**src/rtl/mem_settings.svh**
```systemverilog
`ifndef MEM_SETTINGS_SVH
`define MEM_SETTINGS_SVH

// **************************************************
// memory stage sizing
// **************************************************

// register and data path width
`define MEM_XLEN 64

// data memory depth, log2 of the number of 64-bit words
// 8 gives 256 words or 2 KiB
`define MEM_DMEM_AW 8

// width of the stage operation code
// room for the 18 operations of mem_op_e
`define MEM_OP_W 5

`endif

```
**src/rtl/mem_pkg.sv**
```systemverilog
`default_nettype none

`include "mem_settings.svh"

package mem_pkg;

    // operations seen by the memory stage
    typedef enum logic [`MEM_OP_W-1:0] {
        // no register write
        NONE,
        BRANCH,
        // alu based write-back
        ALU,
        ALUW_LO,
        ALUW_HI,
        LINK,
        CSR,
        // loads
        LB,
        LH,
        LW,
        LBU,
        LHU,
        LWU,
        LD,
        // stores, no register write
        SB,
        SH,
        SW,
        SD
    } mem_op_e;

    // occupancy of the stage register
    typedef enum logic {
        EMPTY,
        FULL
    } stage_state_e;

    // op class helpers
    function automatic logic is_load(input mem_op_e op);
        return op inside {LB, LH, LW, LBU, LHU, LWU, LD};
    endfunction

    function automatic logic is_store(input mem_op_e op);
        return op inside {SB, SH, SW, SD};
    endfunction

endpackage

`default_nettype wire

```
**src/rtl/wb_select.sv**
```systemverilog
`timescale 1ns/1ps
`default_nettype none

`include "mem_settings.svh"

module wb_select
    import mem_pkg::*;
(
    input  wire  mem_op_e         op,
    input  wire  [`MEM_XLEN-1:0]  pc,
    input  wire  [`MEM_XLEN-1:0]  alu_result,
    input  wire  [`MEM_XLEN-1:0]  src2,
    input  wire  [`MEM_XLEN-1:0]  ldata,
    output logic                  rd_wen,
    output logic [`MEM_XLEN-1:0]  rd_data
);

    localparam int XLEN = `MEM_XLEN;

    // **************************************************
    // destination register value
    // **************************************************

    always_comb begin
        rd_wen  = 1'b1;
        rd_data = '0;
        case (op)
            ALU: begin
                rd_data = alu_result;
            end
            // word ops, low half sign extended
            ALUW_LO: begin
                rd_data = {{(XLEN-32){alu_result[31]}}, alu_result[31:0]};
            end
            // high half of a wide product
            ALUW_HI: begin
                rd_data = {{(XLEN-32){alu_result[XLEN-1]}}, alu_result[XLEN-1:32]};
            end
            // jal / jalr return address
            LINK: begin
                rd_data = pc + XLEN'(4);
            end
            // csr old value comes in on src2
            CSR: begin
                rd_data = src2;
            end
            LB, LH, LW, LBU, LHU, LWU, LD: begin
                rd_data = ldata;
            end
            // none, branch and stores
            default: begin
                rd_wen  = 1'b0;
                rd_data = '0;
            end
        endcase
    end

endmodule

`default_nettype wire

```
**config.mk**
```make
export PLATFORM = sky130hd
export DESIGN_NAME = wb_select
export DESIGN_NICKNAME = d
export VERILOG_FILES = /design/src/rtl/mem_pkg.sv /design/src/rtl/wb_select.sv
export VERILOG_INCLUDE_DIRS = /design/src /design/src/rtl
export SDC_FILE = /design/constraint.sdc
export NUM_CORES = 1
export LEC_CHECK = 0
export CAP_MARGIN = 20
export CELL_PAD_IN_SITES_DETAIL_PLACEMENT = 0
export CELL_PAD_IN_SITES_GLOBAL_PLACEMENT = 2
export CORE_AREA = 2 2 126 128
export DETAILED_ROUTE_END_ITERATION = 8
export DIE_AREA = 0 0 128 130
export DONT_BUFFER_PORTS = 1
export PLACE_DENSITY_LB_ADDON = 0.1
export SYNTH_ARGS = -nofsm -noshare
export SYNTH_HDL_FRONTEND = slang
export SYNTH_SLANG_ARGS = --single-unit
```
**constraint.sdc**
```tcl
create_clock -name vclk -period 5.2
set_clock_uncertainty 0.1 [all_clocks]
set_input_delay 1.04 -clock vclk [all_inputs]
set_output_delay 1.04 -clock vclk [all_outputs]
set_load 0.03 [all_outputs]
```
[Word-level counts from Yosys, hierarchy flattened]
Cells that the tools add are included.
Widths: inputs -> output; s select.
Storage, ports and cells
  register bits: 0
  word-level logic and storage cells: 17
  output and inout port bits: 65
  input port bits: 261
Cells by class
  equality and inequality tests: 12
  add/sub/neg operators: 1
  muxes and demuxes: 2
  reductions and logical operators: 2
Operators with widths (number)
  $pmux 64 s6: 1
  $add 64x3->64 const B: 1
  $eq 5x4->1 const B: 6
  $eq 5x3->1 const B: 4
  $reduce_or 12->1: 1
  $eq 5x2->1 const B: 2
  $reduce_or 7->1: 1
  $mux 1: 1

[Logic depth before layout (Yosys ltp)]
  word-level depth: 3
  depth in mapped cells: 8
  mapped depth without buffers: 6

[Worst setup path after synthesis]
No wires, ideal clock.
  kind: input-to-output
  from: input pc[2]
  to: output rd_data[50]
  data arrival time: 3200 ps
  data required time: 4060 ps
  buffers on the path: 0
  slack: 860 ps
  cell stages on the path: 6
  cells stage by stage: ha_1 nand3_1 or4_4 or4b_4 a311o_1 or3_1
Between the ends
  longest elaborated chain between the ends: 2
RTL lines
  from (decl): line wb_select.sv:10  | input wire [`MEM_XLEN-1:0] pc,
  $add 64x3->64: line wb_select.sv:41  | rd_data = pc + XLEN'(4);
  $pmux 64 s6: line wb_select.sv:27  | case (op)
  to (decl): line wb_select.sv:15  | output logic [`MEM_XLEN-1:0] rd_data
No other way between the ends.

[Worst setup path after layout]
  from: input pc[2]
  to: output rd_data[52]
Same word-level chain as after synthesis.

==> impl_metrics.tcl <==
set metrics [dict create \
    grt_setup_unrepaired "no" \
    first_pass_iters 7 \
    die_h_um 130 \
    cpPeakStageDelay_ns 0.61 \
    post_cts_resized 0 \
    fillCellCount 1779 \
    avgRoutedWirePerCell_um 33.8 \
    layout_commonest_cell "nand2_1" \
    nets 737 \
    postLayoutCellArea_sq_um 3470 \
    pin_count 326 \
    initial_core_util_pct 20.7 \
    finalHoldViolations 0 \
    antenna_found_initial 2 \
    critical_path.max_fanout 14 \
    wl_mm 22.5 \
    multi_input_area_sq_um 3020 \
    dpl_cell_area_sq_um 3460 \
    dp_cells 665 \
    cp_slowest_cell "or4_4" \
    drtAntennaViolNets 0 \
    ff_latch_area_sq_um 0 \
    synth_warnings 0 \
    ys_types 53 \
    place_hpwl_mm 18.8 \
    path_cells "ha_1 > nand3_1 > or4_4 > or4_4 > a311o_1 > or3_1" \
    crit_arrival_ns 3.51 \
    coreArea_sq_um 15400 \
    die_area_sq_um 16600 \
    drv_slew 0 \
    maxCapViolCount 0 \
    grt_pass1_vias 4348 \
    fmaxAchievable_ghz 0.215 \
    drc 0 \
    postCtsHoldBufs 0 \
    yosys-top-cells-area "o211ai_1 (8.7%), nand2_1 (8.6%), a222oi_1 (8.4%), nand3_1 (7.7%), xnor2_1 (6.3%)" \
    hold_path_class "in -> out" \
    fin_crit_sh_pct 89.3 \
    synth.top_cell.area_share_pct 8.68 \
    drt_iter0_markers 477 \
    grt_usage_pct 25.0 \
    cts_setup_buffers 0 \
    io_buffer_count 0 \
    setup_viol 0 \
    synthCells 499 \
    grt_pass1_wl_mm 30.7 \
    nClkBuffers 0 \
    setup_tns_ns 0 \
    layout-drive-gt1-share_pct 8.03 \
    finalWeightedCongestion 0.880 \
    relSlewSlack_pct 39.7 \
    seq_cells 0 \
    area_growth_pct 8.37 \
    netlist_area_sq_um 3200 \
    routed_via_density 6.83 \
    fin_cells 666 \
    synth_top_area_cell "o211ai_1" \
    status "finished, final reports clean" \
    startpoint_type "input pin" \
    vias 4549 \
    die_w_um 128 \
    path_class "in -> out" \
    syn-mean-instance-area_sq_um 6.41 \
    mostFrequentLayoutCells "nand2_1 (72), nand3_1 (49), o211ai_1 (37)" \
    grt_max_degree 53 \
    required_ns 4.06 \
    synth_fp_nets 761 \
    grt-ovfl-total 0 \
    rows 46 \
    endpoint_kind "output pin" \
    cp_common_cell "or4_4" \
    synth-seq-area-share_pct 0 \
    min_period_ns 4.65 \
    worstMarginPinSlew_ns 0.898 \
]
==> logic make-up (layout without fill, tap and decap cells) <==
group / count (synthesis) / after routing / share of synthesized area (%)
and+or+nand+nor: 263 / 263 / 45.6
xor gates and xnor gates: 35 / 35 / 9.58
AOI/OAI and AO/OA: 144 / 144 / 37.5
buffers and inverters: 54 / 28 / 6.37
other: 0 / 1 / 0
adders and majority gates: 1 / 1 / 0.391
muxes: 2 / 2 / 0.626
==> through the flow <==
step	setup WS [ns]	util [%]	hold slack (ns)
3_5_place_dp	0.557	22.5	2.11
2_1_floorplan	0.860	-	2.23
3_3_place_gp	0.603	22.5	2.11
6_report	0.554	22.5	2.11
4_1_cts	0.546	22.5	2.11
5_1_grt	0.492	22.5	2.11
==> per-layer routing <==
metal | wire, um | vias to the layer above | global-route usage, %
li1 | - | 2017 | -
met1 | 8770 | 2196 | 30.4
met2 | 11000 | 322 | 44.9
met3 | 2470 | 14 | 7.54
met4 | 256 | 0 | 2.84
met5 | 0 | - | 0
==> worst paths after layout <==
kind   from     endpoint  slack (ns)  cells after the start
max   pc[2]  rd_data[52]        0.55                      6
min   op[4]       rd_wen        2.11                      1
==> area by class of cell <==
cell class                 instances  share of cell area, %
multi-input combinational        445                   87.0
tap                              192                   6.93
timing repair buffer              24                   5.56
inverter                           4                  0.433
antenna                            1                 0.0722
==> synthesized netlist by cell type (3+ instances only) <==
cell,number
xor2_1,12
inv_1,4
nor2_1,15
and2_1,7
nor3b_1,3
nor4_1,18
o211ai_1,37
nand3b_1,5
a311o_1,4
nand3_1,49
a221o_1,20
or3_1,6
a21oi_1,16
buf_1,9
or4_1,12
a22oi_1,11
a311oi_1,3
and4_1,10
nand2_1,73
or4_4,3
clkbuf_1,40
xnor2_1,23
nor4b_1,3
nor3_1,13
nand4_1,20
a222oi_1,27
and3_1,13
a221oi_1,12
==> critical path: cells and delay by family <==
family / cells / cell delay [ns]
AOI/OAI and AO/OA: 1 / 0.38
adders and majority gates: 1 / 0.21
and+or+nand+nor: 4 / 1.86
