$ cat config.mk
export PLATFORM = sky130hd
export DESIGN_NAME = load_align
export DESIGN_NICKNAME = d
export VERILOG_FILES = /design/src/rtl/mem_pkg.sv /design/src/rtl/load_align.sv
export VERILOG_INCLUDE_DIRS = /design/src /design/src/rtl
export SDC_FILE = /design/constraint.sdc
export NUM_CORES = 1
export LEC_CHECK = 0
export BUFFER_PORTS_ARGS = -buffer_cell sky130_fd_sc_hd__buf_2
export CORE_ASPECT_RATIO = 0.9
export CORE_MARGIN = 2
export CORE_UTILIZATION = 25
export DETAILED_ROUTE_END_ITERATION = 10
export PLACE_DENSITY = 0.53
export SYNTH_ARGS = -nofsm -noshare
export SYNTH_HDL_FRONTEND = slang
export SYNTH_SLANG_ARGS = --single-unit
$ cat constraint.sdc
create_clock -name vclk -period 2.4
set_input_delay 0.24 -clock vclk [all_inputs]
set_output_delay 0.24 -clock vclk [all_outputs]
set_load 0.01 [all_outputs]
$ cat src/rtl/mem_settings.svh
`ifndef MEM_SETTINGS_SVH
`define MEM_SETTINGS_SVH

// **************************************************
// memory stage sizing
// **************************************************

// register and data path width
`define MEM_XLEN 64

// data memory depth, log2 of the number of 64-bit words
// 8 gives 256 words or 2 KiB
`define MEM_DMEM_AW 8

// width of the stage operation code
// room for the 18 operations of mem_op_e
`define MEM_OP_W 5

`endif

$ cat src/rtl/mem_pkg.sv
`default_nettype none

`include "mem_settings.svh"

package mem_pkg;

    // operations seen by the memory stage
    typedef enum logic [`MEM_OP_W-1:0] {
        // no register write
        NONE,
        BRANCH,
        // alu based write-back
        ALU,
        ALUW_LO,
        ALUW_HI,
        LINK,
        CSR,
        // loads
        LB,
        LH,
        LW,
        LBU,
        LHU,
        LWU,
        LD,
        // stores, no register write
        SB,
        SH,
        SW,
        SD
    } mem_op_e;

    // occupancy of the stage register
    typedef enum logic {
        EMPTY,
        FULL
    } stage_state_e;

    // op class helpers
    function automatic logic is_load(input mem_op_e op);
        return op inside {LB, LH, LW, LBU, LHU, LWU, LD};
    endfunction

    function automatic logic is_store(input mem_op_e op);
        return op inside {SB, SH, SW, SD};
    endfunction

endpackage

`default_nettype wire

$ cat src/rtl/load_align.sv
`timescale 1ns/1ps
`default_nettype none

`include "mem_settings.svh"

module load_align
    import mem_pkg::*;
(
    input  wire  mem_op_e         op,
    input  wire  [2:0]            offset,
    input  wire  [`MEM_XLEN-1:0]  rword,
    output logic [`MEM_XLEN-1:0]  ldata
);

    localparam int XLEN = `MEM_XLEN;

    // addressed bytes moved down to lane 0
    logic [XLEN-1:0] lane;

    assign lane = rword >> {offset, 3'b000};

    // **************************************************
    // extension per load type
    // **************************************************

    always_comb begin
        case (op)
            // signed loads
            LB: begin
                ldata = {{(XLEN-8){lane[7]}}, lane[7:0]};
            end
            LH: begin
                ldata = {{(XLEN-16){lane[15]}}, lane[15:0]};
            end
            LW: begin
                ldata = {{(XLEN-32){lane[31]}}, lane[31:0]};
            end
            // unsigned loads
            LBU: begin
                ldata = XLEN'(lane[7:0]);
            end
            LHU: begin
                ldata = XLEN'(lane[15:0]);
            end
            LWU: begin
                ldata = XLEN'(lane[31:0]);
            end
            // whole word, offset is zero
            LD: begin
                ldata = rword;
            end
            default: begin
                ldata = '0;
            end
        endcase
    end

endmodule

`default_nettype wire

; ---- Word-level counts from Yosys, hierarchy flattened
; Cells that the tools add are included.
[classes]
add_sub_neg = 0
mul = 0
n_div = 0
order_cmp = 0
eq_ne = 7
n_shift = 1
muxes = 1
bitwise_logic = 0
n_reduce_logical = 0
[ops]
columns = operator, count
row1 = 64-bit one-hot mux with 7 select lines, 1
row2 = 64-bit by 6-bit right shift with 32-bit output, 1
row3 = "5-bit by 4-bit == test with 1-bit output, second input constant", 6
row4 = "5-bit by 3-bit == test with 1-bit output, second input constant", 1
[totals]
ff_bits = 0
latchBits = 0
mem_bits_rw = 0
romBits = 0
input_bits = 72
out_inout_bits = 64
memories = 0

; ---- Logic depth before layout (Yosys ltp)
[logic_depth]
ltp_word = 2
mapped_depth = 8
mapped_depth_nobuf = 5

; ---- Least setup slack after synthesis
; No wires, ideal clock.
[synth_timing]
path_kind = input to output
start = in offset[2]
end = out ldata[28]
arrival_time_ps = 1647
required_time_ps = 2160
slack_ps = 513
cell_stages = 7
n_path_buf = 2
cell_sequence = buf_2 > inv_4 > mux4_2 > nor3_4 > a21oi_2 > buf_6 > nand2_1
[synth_via]
elab_chain_len = 2
[synth_rtl]
columns = item, line_no
row1 = start: declaration, load_align.sv:10  ; input wire [2:0] offset,
row2 = 64-bit by 6-bit right shift with 32-bit output, load_align.sv:20  ; assign lane = rword >> {offset, 3'b000};
row3 = 64-bit one-hot mux with 7 select lines, load_align.sv:27  ; case (op)
row4 = end: declaration, load_align.sv:12  ; output logic [`MEM_XLEN-1:0] ldata
; Every way passes these cells.

; ---- Worst setup path after layout
[layout_timing]
start = in offset[0]
end = out ldata[43]
; Same word-level chain as after synthesis.

==> results.toml <==
[placement]
portBuffers = 136
place_congestion = 0.828
dp_cells = 578
dp_hpwl_um = 7470

[pwr]
p_comb_share_pct = 100.0
swShare_pct = 55.7
p_total_uw = 536
power_density_nw_per_um2 = 163
p_clk_share_pct = 0
ir_worst_vdd_uv = 62.9
cell_internal_pwr_uw = 238
switching_power_uw = 299
leakage_uw = 0.00179
power.share.sequential_pct = 0

[hold_path]
min_to = "ldata[0]"
hold_start = "rword[0]"
holdPathStages = 4
hp-class = "input pin to output port"

[route]
vias_per_cell = 5.27
vias = 3097
dr.pass1.iters = 4
wire_per_inst_um = 17.0
drcViolationCount = 0
wl_um = 10000
drtIter0Drc = 134
ant_nets = 0

[setup_path]
worst_setup_path_start_kind = "input pin"
crit_arrival_ns = 2.02
max_stage_delay_ns = 0.37
path_cells = "buf_2 > buf_4 > or2_1 > or2_4 > a2111oi_4 > a211oi_4 > buf_12 > buf_4 > nand2_2 > buf_2"
slowest_stage = "a2111oi_4"
cp_data_required_time_ns = 2.16
end_kind = "output port"
cp_max_fo = 9
path_class = "input pin to output port"

[floorplan]
fp.dieArea_sq_um = 10000
die_w_um = 105
fp.coreArea_sq_um = 9040
start_util_pct = 25.5
top_level_ports = 136
num_rows = 33
die_y_um = 95.2

[sta]
fin_tns_setup_ns = 0
rsz0062_at_grt = "false"
slew_violations = 0
whs_ns = 0.782
setup_violations = 0
finalCriticalPeriod_ns = 2.26
fin_crit_sh_pct = 94.2
max_clock_freq_mhz = 442
hold_viol_final = 0
worstMarginPinSlew_ns = 0.440
maxSlewHeadroom_pct = 70.7

[layout]
final_layout_size_suffix_gt1_share_pct = 48.5
regArea_sq_um = 0
instances_no_fill = 588
final_nets = 540
nClkBuffers = 0
antenna_cells = 0
nFlopsAndLatches = 0
syn_to_final_growth_pct = 42.3

[synthesis]
synth_area_sq_um = 2310
yosys_warnings = 0
avgSynthCellArea_sq_um = 6.98
synth_area_leader_cell = "mux2i_1"
syn-num-nets = 403
syn_inst = 331
synth.area.top_cells = "mux2i_1 (22%), nand2_1 (10%), nand2_2 (9.8%), mux4_2 (6.8%), o21ai_0 (5.4%)"
yosysTopAreaCellShare_pct = 22.1
ys_seq_area_share_pct = 0
synth_cell_types = 50

[grt]
overflow = 0
grt_pass1_wl_um = 15100
first_global_vias = 2894
gr-usage-all-layers_pct = 18.6
antenna_found_initial = 0
grt_max_degree = 53

[run]
maxCapViolations = 0

[clock_network]
hold_buffers = 0

[outcome]
status = "finished, final reports clean"
## kinds of logic (layout without fill, tap and decap cells)
logic type / after synthesis / in the layout / synth area share [%]
XOR/XNOR: 1 / 1 / 0.379
multiplexers: 58 / 58 / 28.9
buffers and inverters: 39 / 174 / 9.53
AO/OA/AOI/OAI: 102 / 102 / 32.2
AND/OR/NAND/NOR: 131 / 131 / 28.9
## worst max-delay path, delay by kind of cell
| family | cells | cell delay [ns] |
|---|---|---|
| and+or+nand+nor | 3 | 0.55 |
| buffers and inverters | 5 | 0.79 |
| AOI/OAI and AO/OA | 2 | 0.44 |
## synthesized netlist by cell type, types with 2 or more instances
cell / number
buf_1: 2
o21ai_0: 25
buf_2: 12
mux2i_1: 51
nor2b_1: 3
a221oi_1: 5
o32ai_1: 3
a211oi_1: 6
a31oi_1: 3
nand3b_1: 2
inv_1: 7
o221ai_1: 2
nand2_1: 64
buf_6: 7
a21o_1: 2
and3_1: 3
o22ai_1: 18
a21oi_2: 2
nor2_1: 3
nand3_1: 7
a22oi_1: 13
clkbuf_1: 9
or2_1: 2
nand2_2: 36
mux4_2: 7
a21oi_1: 6
nand2b_1: 3
o211ai_2: 2
o311ai_1: 5
## cell type report
cell class                 count  area [sq um]
timing repair buffer         166           993
multi-input combinational    292          2100
tap                          122           153
fill                         990          5760
inverter                       8          36.3
## routing by layer
metal,GRT usage (%),up-vias,part of all wire (%)
li1,-,1509,-
met1,25.9,1448,45
met2,31.8,130,47
met3,1.98,10,6.7
met4,2.33,0,0.99
met5,0,-,0
## power by group through the flow
| stage | clock (uW) | combinational, uW | sequential, uW |
|---|---|---|---|
| floorplan | 0 | 304 | 0 |
| global placement | 0 | 515 | 0 |
| detailed placement | 0 | 520 | 0 |
| CTS | 0 | 532 | 0 |
| global route | 0 | 583 | 0 |
| finish | 0 | 536 | 0 |
## through the flow
step | worst slack, ns | instance area (sq um) | utilization, %
floorplan | 0.513 | 2310 | -
global placement | -0.204 | 3170 | 35.1
detailed placement | -0.216 | 3170 | 35.1
CTS | 0.0758 | 3250 | 35.9
global route | 0.0289 | 3290 | 36.3
finish | 0.138 | 3290 | 36.3
## worst max-delay path by stage
stage | from | end | slack [ns] | cells past startpoint
final | offset[0] | ldata[43] | 0.14 | 10
after global routing | offset[0] | ldata[26] | 0.03 | 9
after CTS | op[4] | ldata[16] | 0.08 | 8
after detailed placement | offset[0] | ldata[16] | -0.22 | 7
after global placement | offset[0] | ldata[16] | -0.20 | 7
after floorplan | offset[2] | ldata[28] | 0.51 | 7
## cells in the final DEF, fill, tap and decap left out, types with 2 or more instances in the layout
cell type and count:
o21ai_0 25, o22ai_1 18, a211oi_1 6, nor2_1 3
o32ai_1 3, o211ai_2 2, o311ai_1 5, nand2_1 64
nand2b_1 2, nand3b_1 2, buf_12 7, o221ai_1 2
buf_4 23, and3_1 3, mux2i_1 51, a21oi_1 6
a31oi_1 3, nand3_1 7, a22oi_1 13, nand2_2 36
nor2b_1 3, a21o_1 2, or2_1 2, inv_1 6
mux4_2 7, a221oi_1 5, buf_2 136
## what timing repair did
action                     4_1_cts  5_1_grt
buffers inserted                 7        3
pin swaps                        1        0
gates resized for setup          2        1
setup endpoints to repair       35        7
No activity file was read; power rests on OpenSTA's default activity.
