===== src/rtl/mem_settings.svh =====
`ifndef MEM_SETTINGS_SVH
`define MEM_SETTINGS_SVH

// **************************************************
// memory stage sizing
// **************************************************

// register and data path width
`define MEM_XLEN 64

// data memory depth, log2 of the number of 64-bit words
// 8 gives 256 words or 2 KiB
`define MEM_DMEM_AW 8

// width of the stage operation code
// room for the 18 operations of mem_op_e
`define MEM_OP_W 5

`endif


===== src/rtl/mem_pkg.sv =====
`default_nettype none

`include "mem_settings.svh"

package mem_pkg;

    // operations seen by the memory stage
    typedef enum logic [`MEM_OP_W-1:0] {
        // no register write
        NONE,
        BRANCH,
        // alu based write-back
        ALU,
        ALUW_LO,
        ALUW_HI,
        LINK,
        CSR,
        // loads
        LB,
        LH,
        LW,
        LBU,
        LHU,
        LWU,
        LD,
        // stores, no register write
        SB,
        SH,
        SW,
        SD
    } mem_op_e;

    // occupancy of the stage register
    typedef enum logic {
        EMPTY,
        FULL
    } stage_state_e;

    // op class helpers
    function automatic logic is_load(input mem_op_e op);
        return op inside {LB, LH, LW, LBU, LHU, LWU, LD};
    endfunction

    function automatic logic is_store(input mem_op_e op);
        return op inside {SB, SH, SW, SD};
    endfunction

endpackage

`default_nettype wire


===== src/rtl/store_align.sv =====
`timescale 1ns/1ps
`default_nettype none

`include "mem_settings.svh"

module store_align
    import mem_pkg::*;
(
    input  wire  mem_op_e             op,
    input  wire  [2:0]                offset,
    input  wire  [`MEM_XLEN-1:0]      src2,
    output logic [`MEM_XLEN-1:0]      wdata,
    output logic [`MEM_XLEN/8-1:0]    wmask
);

    localparam int XLEN = `MEM_XLEN;
    localparam int NB   = XLEN / 8;

    // store data and mask before lane shift
    logic [XLEN-1:0] sized;
    logic [NB-1:0]   base_mask;

    always_comb begin
        sized     = '0;
        base_mask = '0;
        case (op)
            SB: begin
                sized     = XLEN'(src2[7:0]);
                base_mask = NB'(1);
            end
            SH: begin
                sized     = XLEN'(src2[15:0]);
                base_mask = NB'(3);
            end
            SW: begin
                sized     = XLEN'(src2[31:0]);
                base_mask = NB'(15);
            end
            SD: begin
                sized     = src2;
                base_mask = '1;
            end
            // everything else leaves memory alone
            default: begin
                sized     = '0;
                base_mask = '0;
            end
        endcase
    end

    // move to the addressed lane
    // aligned accesses only, so nothing spills past byte 7
    assign wdata = sized << {offset, 3'b000};
    assign wmask = base_mask << offset;

endmodule

`default_nettype wire


===== config.mk =====
export PLATFORM = sky130hd
export DESIGN_NAME = store_align
export DESIGN_NICKNAME = d
export VERILOG_FILES = /design/src/rtl/mem_pkg.sv /design/src/rtl/store_align.sv
export VERILOG_INCLUDE_DIRS = /design/src /design/src/rtl
export SDC_FILE = /design/constraint.sdc
export NUM_CORES = 1
export LEC_CHECK = 0
export ABC_AREA = 1
export BUFFER_PORTS_ARGS = -buffer_cell sky130_fd_sc_hd__buf_2
export CAP_MARGIN = 40
export CORE_AREA = 2 2 74 76
export DETAILED_ROUTE_END_ITERATION = 10
export DIE_AREA = 0 0 76 78
export GPL_ROUTABILITY_DRIVEN = 0
export PLACE_DENSITY = 0.94
export REMOVE_ABC_BUFFERS = 1
export SLEW_MARGIN = 20
export SYNTH_ARGS = -nofsm -noshare
export SYNTH_HDL_FRONTEND = slang
export SYNTH_SLANG_ARGS = --single-unit

===== constraint.sdc =====
create_clock -name vclk -period 1.6
set_input_delay 0.32 -clock vclk [all_inputs]
set_output_delay 0.32 -clock vclk [all_outputs]
set_load 0.005 [all_outputs]

# After elaboration in Yosys (flattened, before gate mapping)
# Cells that the tools add are included.
# Widths: inputs -> output; s select.
[word_totals]
reg_bits = 0
in_bits = 72
out_inout_bits = 72
wordCells = 8
[classes]
n_eq_ne = 4
n_shift = 2
n_mux = 2
[op_table]
columns = ["operator", "count"]
rows = [
  ["$pmux 64 s4", 1],
  ["$shl 64x6->64", 1],
  ["$pmux 8 s4", 1],
  ["$eq 5x4->1 const B", 2],
  ["$eq 5x5->1 const B", 2],
  ["$shl 8x3->8", 1],
]

# Logic depth before layout (Yosys ltp)
[depth]
depth_word = 3
depth_mapped = 11

# Worst setup path before layout
# Ideal clock, no wire load.
[synth_timing]
kind = "input-to-output"
from = "input port op[4]"
to = "output port wdata[25]"
t_arrival_ns = 1.242
required_time_ns = 1.280
path_slack_ns = 0.038
cell_stages = 10
path_buffers = 2
path_cell_list = "inv_1 -> nor2_4 -> nand2_4 -> buf_6 -> buf_6 -> o21ai_2 -> o21ai_1 -> nand2_1 -> nand2_1 -> nor2_1"
[synth_via]
elab_chain_len = 3
[synth_rtl]
columns = ["item", "line", "rtl"]
rows = [
  ["start: declaration", "store_align.sv:9", "input wire mem_op_e op,"],
  ["$eq 5x5->1 / $eq 5x4->1 (equally long branches)", "store_align.sv:26", "case (op)"],
  ["$pmux 64 s4 *", "store_align.sv:26", ""],
  ["$shl 64x6->64 *", "store_align.sv:53", "assign wdata = sized << {offset, 3'b000};"],
  ["end: declaration", "store_align.sv:12", "output logic [`MEM_XLEN-1:0] wdata,"],
]
# Every way passes the cells marked *; elsewhere a longest branch is shown, timed or not.

# Final worst setup path
[layout_timing]
from = "input port op[2]"
to = "output port wdata[45]"
# The elaborated chain is that of the path after synthesis.

==> summary.txt <==
Run status
  • Status: finished, violations left
  • Failing checks: negative setup slack

Global routing
  • First-pass GRT wire length: 16800 µm
  • Vias in the first global route: 3711
  • Largest net degree at the start of global routing: 32
  • GRT overflow: 0
  • Antenna violations before repair: 0
  • All-layer global routing usage: 33.6%

Floorplan
  • CORE AREA: 0.00504 mm²
  • Floorplan row count: 26
  • Die height: 78 µm
  • Die X: 76 µm
  • Initial Util: 44.1%
  • # IOs: 144
  • Die area: 0.00593 mm²

Power
  • Clock Power Share: 0%
  • Leakage power: 2.28 nW
  • Sequential power share: 0%
  • Cell Int Power: 0.000331 W
  • Worst IR Drop VDD: 0.160 mV
  • Sw frac: 60.3%
  • Gate power share: 100.0%
  • PD cells: 209 mW/mm²
  • Net Sw Power: 0.000503 W

Layout
  • # fillers: 338
  • # diodes: 0
  • Area occupied by multi-input gates: 0.00237 mm²
  • Commonest non-fill, non-tap cells in the layout: nand2_1 (159), buf_2 (140), buf_4 (42)
  • Seq cells: 0
  • Reg area: 0 µm²
  • Clk_buf instances: 0
  • Non-filler instance count after layout: 722
  • Layout cells sized above 1: 49.2%
  • Area grow syn2layout: 79.6%
  • Final nets: 726
  • Most common cell after layout, fill and taps aside: nand2_1

Hold path
  • Hold worst-path end: wdata[37]
  • WHS Path Cells: 4
  • Worst hold-check path type: input port to output pin
  • Worst hold start: src2[5]

Timing
  • Final Critical Period: 1.93 ns
  • Final WS setup: -0.329 ns
  • Max Freq: 519 MHz
  • RSZ-0062 raised after global routing: true
  • Final setup violation count: 72
  • Fin crit share: 121%
  • Worst Tran Pin Value: 0.354 ns
  • Slew margin rel.: 76.3%
  • Pins Over Slew Limit: 0
  • Final hold viol count: 0

Clock tree
  • Cts hold-fix bufs: 0

Routing
  • # DRC: 0
  • First-pass detailed-route iteration total: 8
  • Routed length per instance: 18.1 µm
  • Iter 0 DRT Violations: 504
  • Vias per std cell: 6.21
  • WL final: 13100 µm
  • Post-route ant nets: 0
  • Via count: 4485

Worst setup path
  • CP endpoint kind: output pin
  • Slowest stage cell, crit path: nor2_4
  • Buf/Inv on CP: 5
  • Critical path class: input port to output pin
  • Crit-path cells: buf_8 -> nor2_4 -> nand2_2 -> nor2_4 -> buf_12 -> buf_8 -> buf_6 -> nand3_1 -> o211ai_1 -> buf_2
  • CP delay by family, top: buffers and inverters
  • WP data required: 1.28 ns
  • CP arrival: 1.61 ns
  • Max stage delay on crit path: 0.20 ns
  • Crit path max fanout: 7
  • Crit path launch type: input port

Logic synthesis
  • Yosys warns: 0
  • Post-synthesis cell count: 476
  • Synth cell types: 26
  • Area leader, netlist: nand2_1
  • Top-area cell type share of the netlist area: 30.4%
  • Register area share after synthesis: 0%
  • Post-Syn Area per Cell: 4.67 µm²
  • Largest cells by area after synthesis: nand2_1 (30%), nand3_1 (17%), inv_1 (7.6%), a21oi_1 (6.3%), nor2_1 (5.7%)
  • Post-Syn Area: 0.00222 mm²

Place
  • Port buffer count: 144
  • Pre-CTS setup slack: -0.322 ns
  • Placed cells: 706
  • Detail Placement HPWL: 7870 µm

Job
  • Max-cap violations: 0
-- worst max-delay path by stage --
| stage | start | end | slack (ns) | cells after the start |
|---|---|---|---|---|
| floorplan | offset[1] | wdata[40] | -0.63 | 5 |
| global placement | op[4] | wdata[55] | -0.24 | 11 |
| detailed placement | op[4] | wdata[16] | -0.32 | 9 |
| CTS | op[3] | wdata[50] | -0.25 | 11 |
| global route | op[4] | wdata[51] | -0.43 | 14 |
| finish | op[2] | wdata[45] | -0.33 | 10 |
-- final cells by class --
class	count	share of cell area (%)
multi-input cells	400	59.2
repair buffers	206	34.1
inverters	46	4.48
well taps	70	2.19
-- synth_stat cells --
master,number
clkbuf_1,11
o21ai_2,5
inv_2,1
a21oi_1,28
a22oi_1,3
inv_1,45
nand3_1,76
nand2_1,180
a211oi_1,3
buf_1,2
o21bai_1,1
buf_6,3
nor2_4,5
o21ai_0,23
mux2i_1,5
buf_2,14
buf_4,1
nand2_2,4
nor2_2,1
or2_0,2
o22ai_1,2
o211ai_1,14
nor2_1,34
o21ai_1,10
nand2_4,2
o21ai_4,1
-- logic make-up after synthesis --
| group | count (synthesis) | synth area share, % |
|---|---|---|
| simple gates | 304 | 58.7 |
| compound gates | 90 | 24.1 |
| buf+inv | 77 | 15.0 |
| mux | 5 | 2.25 |
-- power groups by stage --
stage / Sequential, W / Clock [W] / Combinational [W]
6_report: 0 / 0 / 0.000834
5_1_grt: 0 / 0 / 0.000879
4_1_cts: 0 / 0 / 0.000698
3_5_place_dp: 0 / 0 / 0.000661
3_3_place_gp: 0 / 0 / 0.000641
2_1_floorplan: 0 / 0 / 0.000273
-- metrics by stage --
stage          power [W]  setup TNS [ns]  area, µm²  hold WS (ns)  utilization [%]
6_report        0.000834          -16.74       4000         0.952             79.3
5_1_grt         0.000879          -20.57       4000         0.984             79.3
4_1_cts         0.000698          -10.79       3500         0.955             69.4
3_5_place_dp    0.000661          -16.00       3310         0.955             65.7
3_3_place_gp    0.000641          -12.31       3310         0.952             65.7
2_1_floorplan   0.000273          -19.54       2060         0.668                -
-- what timing repair did --
action	4_1_cts	5_1_grt
pin swaps	29	39
gates cloned	0	1
gates resized for setup	42	109
endpoints found under the setup margin	72	72
endpoints found under the hold margin	0	0
setup buffers	6	9
-- routing by layer --
metal | GRT usage (%) | wire (µm) | vias to the layer above
met3 | 5.23 | 1620 | 134
met4 | 18.4 | 940 | 0
met1 | 40.8 | 4470 | 1956
met5 | 0 | 0 | -
li1 | - | - | 1915
met2 | 57.0 | 6030 | 480
(Power assumes the default switching activity.)
