### src/rtl/mem_settings.svh
`ifndef MEM_SETTINGS_SVH
`define MEM_SETTINGS_SVH

// **************************************************
// memory stage sizing
// **************************************************

// register and data path width
`define MEM_XLEN 64

// data memory depth, log2 of the number of 64-bit words
// 8 gives 256 words or 2 KiB
`define MEM_DMEM_AW 8

// width of the stage operation code
// room for the 18 operations of mem_op_e
`define MEM_OP_W 5

`endif

### src/rtl/mem_pkg.sv
`default_nettype none

`include "mem_settings.svh"

package mem_pkg;

    // operations seen by the memory stage
    typedef enum logic [`MEM_OP_W-1:0] {
        // no register write
        NONE,
        BRANCH,
        // alu based write-back
        ALU,
        ALUW_LO,
        ALUW_HI,
        LINK,
        CSR,
        // loads
        LB,
        LH,
        LW,
        LBU,
        LHU,
        LWU,
        LD,
        // stores, no register write
        SB,
        SH,
        SW,
        SD
    } mem_op_e;

    // occupancy of the stage register
    typedef enum logic {
        EMPTY,
        FULL
    } stage_state_e;

    // op class helpers
    function automatic logic is_load(input mem_op_e op);
        return op inside {LB, LH, LW, LBU, LHU, LWU, LD};
    endfunction

    function automatic logic is_store(input mem_op_e op);
        return op inside {SB, SH, SW, SD};
    endfunction

endpackage

`default_nettype wire

### src/rtl/lsu_ctrl.sv
`timescale 1ns/1ps
`default_nettype none

`include "mem_settings.svh"

module lsu_ctrl
    import mem_pkg::*;
(
    input  wire                   clk,
    input  wire                   rst,
    // execute side
    input  wire                   ex_valid,
    input  wire  [`MEM_XLEN-1:0]  ex_pc,
    input  wire  [31:0]           ex_inst,
    input  wire  mem_op_e         ex_op,
    input  wire  [`MEM_XLEN-1:0]  ex_alu_result,
    input  wire  [`MEM_XLEN-1:0]  ex_src2,
    output logic                  ex_ready,
    // write-back side
    output logic                  wb_valid,
    input  wire                   wb_ready,
    // data memory enables
    output logic                  ram_re,
    output logic                  ram_we,
    // held item
    output mem_op_e               st_op,
    output logic [`MEM_XLEN-1:0]  st_pc,
    output logic [31:0]           st_inst,
    output logic [`MEM_XLEN-1:0]  st_alu_result,
    output logic [`MEM_XLEN-1:0]  st_src2,
    output logic [2:0]            st_offset
);

    stage_state_e state_q;
    stage_state_e state_d;
    logic         accept;
    logic         depart;

    // **************************************************
    // handshake
    // **************************************************

    // stage holds one item, valid while full
    assign wb_valid = (state_q == FULL);
    // take a new item when empty or when the held one leaves now
    assign ex_ready = (state_q == EMPTY) || wb_ready;
    assign accept   = ex_valid && ex_ready;
    assign depart   = wb_valid && wb_ready;

    // memory access only on acceptance
    // a stalled item never touches the ram
    assign ram_re = accept && is_load(ex_op);
    assign ram_we = accept && is_store(ex_op);

    // **************************************************
    // occupancy fsm
    // **************************************************

    always_comb begin
        state_d = state_q;
        case (state_q)
            EMPTY: begin
                if (accept) begin
                    state_d = FULL;
                end
            end
            FULL: begin
                // refill in the same cycle keeps it full
                if (depart && !accept) begin
                    state_d = EMPTY;
                end
            end
            default: begin
                state_d = EMPTY;
            end
        endcase
    end

    always_ff @(posedge clk) begin
        if (rst) begin
            state_q <= EMPTY;
            st_op   <= NONE;
        end else begin
            state_q <= state_d;
            if (accept) begin
                st_op <= ex_op;
            end
        end
    end

    // payload, loaded on acceptance only
    always_ff @(posedge clk) begin
        if (accept) begin
            st_pc         <= ex_pc;
            st_inst       <= ex_inst;
            st_alu_result <= ex_alu_result;
            st_src2       <= ex_src2;
            // byte offset inside the 64-bit word
            st_offset     <= ex_alu_result[2:0];
        end
    end

endmodule

`default_nettype wire

### config.mk
export PLATFORM = sky130hd
export DESIGN_NAME = lsu_ctrl
export DESIGN_NICKNAME = d
export VERILOG_FILES = /design/src/rtl/mem_pkg.sv /design/src/rtl/lsu_ctrl.sv
export VERILOG_INCLUDE_DIRS = /design/src /design/src/rtl
export SDC_FILE = /design/constraint.sdc
export NUM_CORES = 1
export LEC_CHECK = 0
export ABC_CLOCK_PERIOD_IN_PS = 18800
export CAP_MARGIN = 15
export CORE_AREA = 3 3 182 184
export DETAILED_ROUTE_END_ITERATION = 12
export DIE_AREA = 0 0 185 187
export DONT_BUFFER_PORTS = 1
export GPL_TIMING_DRIVEN = 0
export PLACE_DENSITY_LB_ADDON = 0.08
export SYNTH_ARGS = -nofsm -noshare
export SYNTH_HDL_FRONTEND = slang
export SYNTH_SLANG_ARGS = --single-unit
### constraint.sdc
create_clock -name clk -period 18.8 [get_ports clk]
set_input_delay 3.76 -clock clk [delete_from_list [all_inputs] [get_ports clk]]
set_output_delay 3.76 -clock clk [all_outputs]
set_load 0.01 [all_outputs]
After elaboration in Yosys (flattened, before gate mapping)
Cells that the tools add are included.
W data, S select, Z words.
{"block": "totals", "reg_bits": 233, "in_bits": 233, "output_inout_bits": 236}
{"block": "op_classes", "n_eq_ne": 11, "muxes": 3, "bitwise_logic": 1, "n_reduce_logical": 9}
{"cell": "$eq A5 B4 Y1 const B", "count": 8}
{"cell": "$eq A5 B5 Y1 const B", "count": 2}
{"cell": "$reduce_bool A7 Y1", "count": 1}
{"cell": "$eq A5 B3 Y1 const B", "count": 1}
{"cell": "$logic_and A1 B1 Y1", "count": 5}
{"cell": "$reduce_bool A4 Y1", "count": 1}
{"cell": "$mux W1", "count": 2}
{"cell": "$pmux W1 S2", "count": 1}
{"cell": "$logic_not A1 Y1", "count": 1}
{"cell": "$logic_or A1 B1 Y1", "count": 1}
{"cell": "$not A1 Y1", "count": 1}

Logic depth before layout (Yosys ltp)
{"block": "logic_depth", "word_depth": 7, "mapped_depth": 4, "depth_no_buf": 3}

Least setup slack after synthesis
OpenSTA, ideal clock, no wires.
{"block": "synth_timing", "kind": "input port to flip-flop", "from": "input wb_ready", "to": "register st_alu_result[0] (enable)", "arrival_time_ns": 8.517, "required_time_ns": 18.224, "slack_ns": 9.707, "cell_stages": 4, "cell_sequence": "nand2b_4 > buf_2 > nand2_1 > inv_1"}
{"block": "synth_via", "elab_chain_len": 2}
{"element": "start: declaration", "line": "lsu_ctrl.sv:21", "source": "input wire wb_ready,"}
{"element": "$logic_or A1 B1 Y1", "line": "lsu_ctrl.sv:46", "source": "assign ex_ready = (state_q == EMPTY) || wb_ready;"}
{"element": "net ex_ready", "line": "lsu_ctrl.sv:18", "source": "output logic ex_ready,"}
{"element": "$logic_and A1 B1 Y1", "line": "lsu_ctrl.sv:47", "source": "assign accept = ex_valid && ex_ready;"}
{"element": "net accept", "line": "lsu_ctrl.sv:36", "source": "logic accept;"}
{"element": "end signal: assignment", "line": "lsu_ctrl.sv:96", "source": "st_alu_result <= ex_alu_result;"}
{"element": "end: declaration", "line": "lsu_ctrl.sv:29", "source": "output logic [`MEM_XLEN-1:0] st_alu_result,"}
The timed path passes the listed nets, and every way through them passes these cells.
A chain may end at the register's enable or synchronous reset.

Worst setup path after layout
{"block": "layout_timing", "from": "input wb_ready", "to": "output ram_re"}
{"block": "layout_via", "elab_chain_len": 3}
{"element": "$logic_or A1 B1 Y1", "line": "lsu_ctrl.sv:46"}
{"element": "net ex_ready", "line": "lsu_ctrl.sv:18"}
{"element": "$logic_and A1 B1 Y1", "line": "lsu_ctrl.sv:47"}
{"element": "$logic_and A1 B1 Y1", "line": "lsu_ctrl.sv:52", "source": "assign ram_re = accept && is_load(ex_op);"}
{"element": "end: declaration", "line": "lsu_ctrl.sv:23", "source": "output logic ram_re,"}
The timed path passes the listed nets, and every way through them passes these cells.

==> flow_summary.toml <==
[status]
outcome = "finished, final reports clean"

[min_path]
hold_class = "flop to flop"
min_from = "st_op[2]$_SDFFE_PP0P_"
hold_depth = 2
hold_end = "st_op[2]$_SDFFE_PP0P_"

[global_routing]
use_met2_pct = 18.2
grt_use_total_pct = 9.48
grt.busiest_layer = "met2"
grtUsageMet1_pct = 7.32
gr-total-overflow = 0
grt_pass1_vias = 2985
grt_use_met3_pct = 6.73
grt_pass1_wl_um = 23300
grt_max_degree = 129
antenna_found_initial = 5

[floorplanning]
die_h_um = 187
die_w_um = 185
core_sq_um = 31600
start_util_pct = 22.4
die_area_sq_um = 34600
io_pins = 469
core.rowCount = 65

[setup_path]
crit_type = "primary input to primary output"
required_ns = 15.04
crit_fanout = 10
r2r_start = "wb_valid$_SDFF_PP0_"
end_kind = "primary output"
timing.rr.end = "st_alu_result[55]$_DFFE_PP_"
cp-start-kind = "primary input"
r2r_slack_ns = 16.30
cp.arrival_ns = 4.78
r2r_cells = 5

[synth]
yosys_warnings = 0
synth_top_family_by_area = "compound AO/OA/AOI/OAI gates"
synthCells = 262
synth_nets = 495
syn_avg_cell_area_sq_um = 26.9
yosys.area_share.xor_xnor_pct = 0
ys_seq_elements = 230
synth_cell_types = 14
yosys.area_share.simple_pct = 1.13
synth.largest_area_cell = "edfxtp_1"
synth.area.mux_share_pct = 0
synth.area.top_cells = "edfxtp_1 (95%), dfxtp_1 (1.7%), a21bo_1 (0.71%)"
synth_compound_area_share_pct = 1.28
synth_top_area_share_pct = 95.3
yosysSeqAreaShare_pct = 97.0
synthAdderAreaFrac_pct = 0
syn-cell-area_sq_um = 7060

[clocking]
cts_root_buffer = "clkbuf_16"
post_cts.resized_instances = 0
cts_buffer_depth = 3
cts_sinks = 230
numCtsBuffers = 24
clkTransAtPathRegs_ns = 0.06
h-tree-depth = 1
cts_hold_buf = 0
post_cts.repair.setup_buffers = 0
cts_tree = "built"
clock_latency_ns = 0.51

[route]
drt_pass1_iterations = 4
ant_nets = 0
vias = 2698
wire_per_inst_um = 25.3
post_drt_via_cell_ratio = 3.81
drc = 0
wirelength_um = 17900
drt_iter0_markers = 100

[sta]
setup_violations = 0
rsz0062_at_grt = "false"
fin_hold_ws_ns = 0.630
clock-skew-final_ns = 0.0111
timing.fmax_mhz = 117
fin_crit_ns = 8.54
report.final.slew_viol_count = 0
tightest_slew_ns = 0.903
relSlewSlack_pct = 39.8
tns_ns = 0
finalCritPeriodShare_pct = 45.4
hold_violations = 0

[layout]
fillers = 3123
syn_to_final_growth_pct = 19.9
num_antenna_cells = 0
drive_gt1_share_pct = 15.7
utilization_pct = 26.8
nets = 522
final_cells = 708

[placement]
portBuffers = 0
dp_hpwl_um = 13700
place_inst = 665
gp_congestion = 0.688

[power_and_ir_drop]
power.density_nw_per_um2 = 137
leakagePower_nw = 2.75
irDropWorstVdd_uv = 51.4

[job]
cap_violations = 0
through the flow:
stage / power, mW / setup WS (ns) / instance area (sq um)
finish: 1.16 / 10.26 / 8460
CTS: 1.18 / 10.23 / 8460
global route: 1.21 / 10.16 / 8460
global placement: 0.668 / 7.87 / 7560
floorplan: 0.651 / 9.71 / 7060
detailed placement: 0.660 / 10.24 / 7590
placed cells by master, fill, tap and decap left out:
| master | netlist | routed |
|---|---|---|
| clkinv_2 | 0 | 6 |
| nor3_1 | 1 | 1 |
| clkbuf_16 | 0 | 25 |
| clkbuf_1 | 0 | 2 |
| buf_4 | 3 | 3 |
| buf_16 | 0 | 1 |
| nand3_1 | 5 | 5 |
| nand4b_1 | 1 | 1 |
| nand2_1 | 2 | 2 |
| clkbuf_8 | 0 | 3 |
| clkinvlp_4 | 0 | 1 |
| bufinv_16 | 0 | 5 |
| clkinv_1 | 0 | 1 |
| or4b_1 | 1 | 1 |
| and4b_1 | 1 | 1 |
| a21bo_1 | 5 | 5 |
| a21oi_1 | 8 | 8 |
| dfxtp_1 | 6 | 6 |
| nand2b_4 | 1 | 1 |
| inv_1 | 2 | 1 |
| buf_2 | 2 | 2 |
| edfxtp_1 | 224 | 224 |
| inv_8 | 0 | 1 |
synth_stat cells:
cell type and n:
a21oi_1 8, nand3_1 5, edfxtp_1 224, nand4b_1 1
a21bo_1 5, buf_2 2, inv_1 2, dfxtp_1 6
nand2b_4 1, nand2_1 2, or4b_1 1, nor3_1 1
buf_4 3, and4b_1 1
layout make-up:
type | count | area, sq um | area share (%)
plain buffers | 5 | 32.5 | 0.385
clock buffers | 30 | 674 | 7.97
clock inverters | 13 | 191 | 2.26
inverters | 2 | 15.0 | 0.177
multi-input cells | 25 | 170 | 2.01
flip-flops and latches | 230 | 6850 | 80.9
well taps | 402 | 503 | 5.94
repair buffers | 1 | 27.5 | 0.325
cells by family after synthesis:
kind of cell	after synthesis
DFF	230
AOI/OAI and AO/OA	13
and+or+nand+nor	12
buffers and inverters	7
worst max-delay path by stage:
| stage | start | endpoint | slack, ns |
|---|---|---|---|
| finish | wb_ready | ram_re | 10.26 |
| global route | wb_ready | ram_re | 10.16 |
| CTS | wb_ready | ram_we | 10.23 |
| detailed placement | wb_ready | ram_we | 10.24 |
| global placement | wb_ready | st_alu_result[28]$_DFFE_PP_ | 7.87 |
| floorplan | wb_ready | st_alu_result[0]$_DFFE_PP_ | 9.71 |
flip-flops by register name, indices dropped and copies added (netlist names):
signal and count:
st_src2 64, st_pc 64, st_alu_result 64, wb_valid 1
st_inst 32, st_op 5
metal layers:
metal | part of all wire (%) | wire (um)
met5 | 0.36 | 65
met4 | 2.1 | 370
met3 | 16 | 2780
met2 | 55 | 9870
met1 | 27 | 4830
power by group:
| part | switching, mW | total, mW | internal, mW |
|---|---|---|---|
| sequential | 0.0297 | 0.631 | 0.601 |
| clock | 0.188 | 0.510 | 0.322 |
| combinational | 0.0136 | 0.0164 | 0.00277 |
| total | 0.232 | 1.16 | 0.925 |
worst max-delay path: stages:
cell and delay (ns):
nand2b_4 0.11, buf_2 0.26, nand2_1 0.21, nor3_1 0.44
Power figures use the tool's default switching activity.
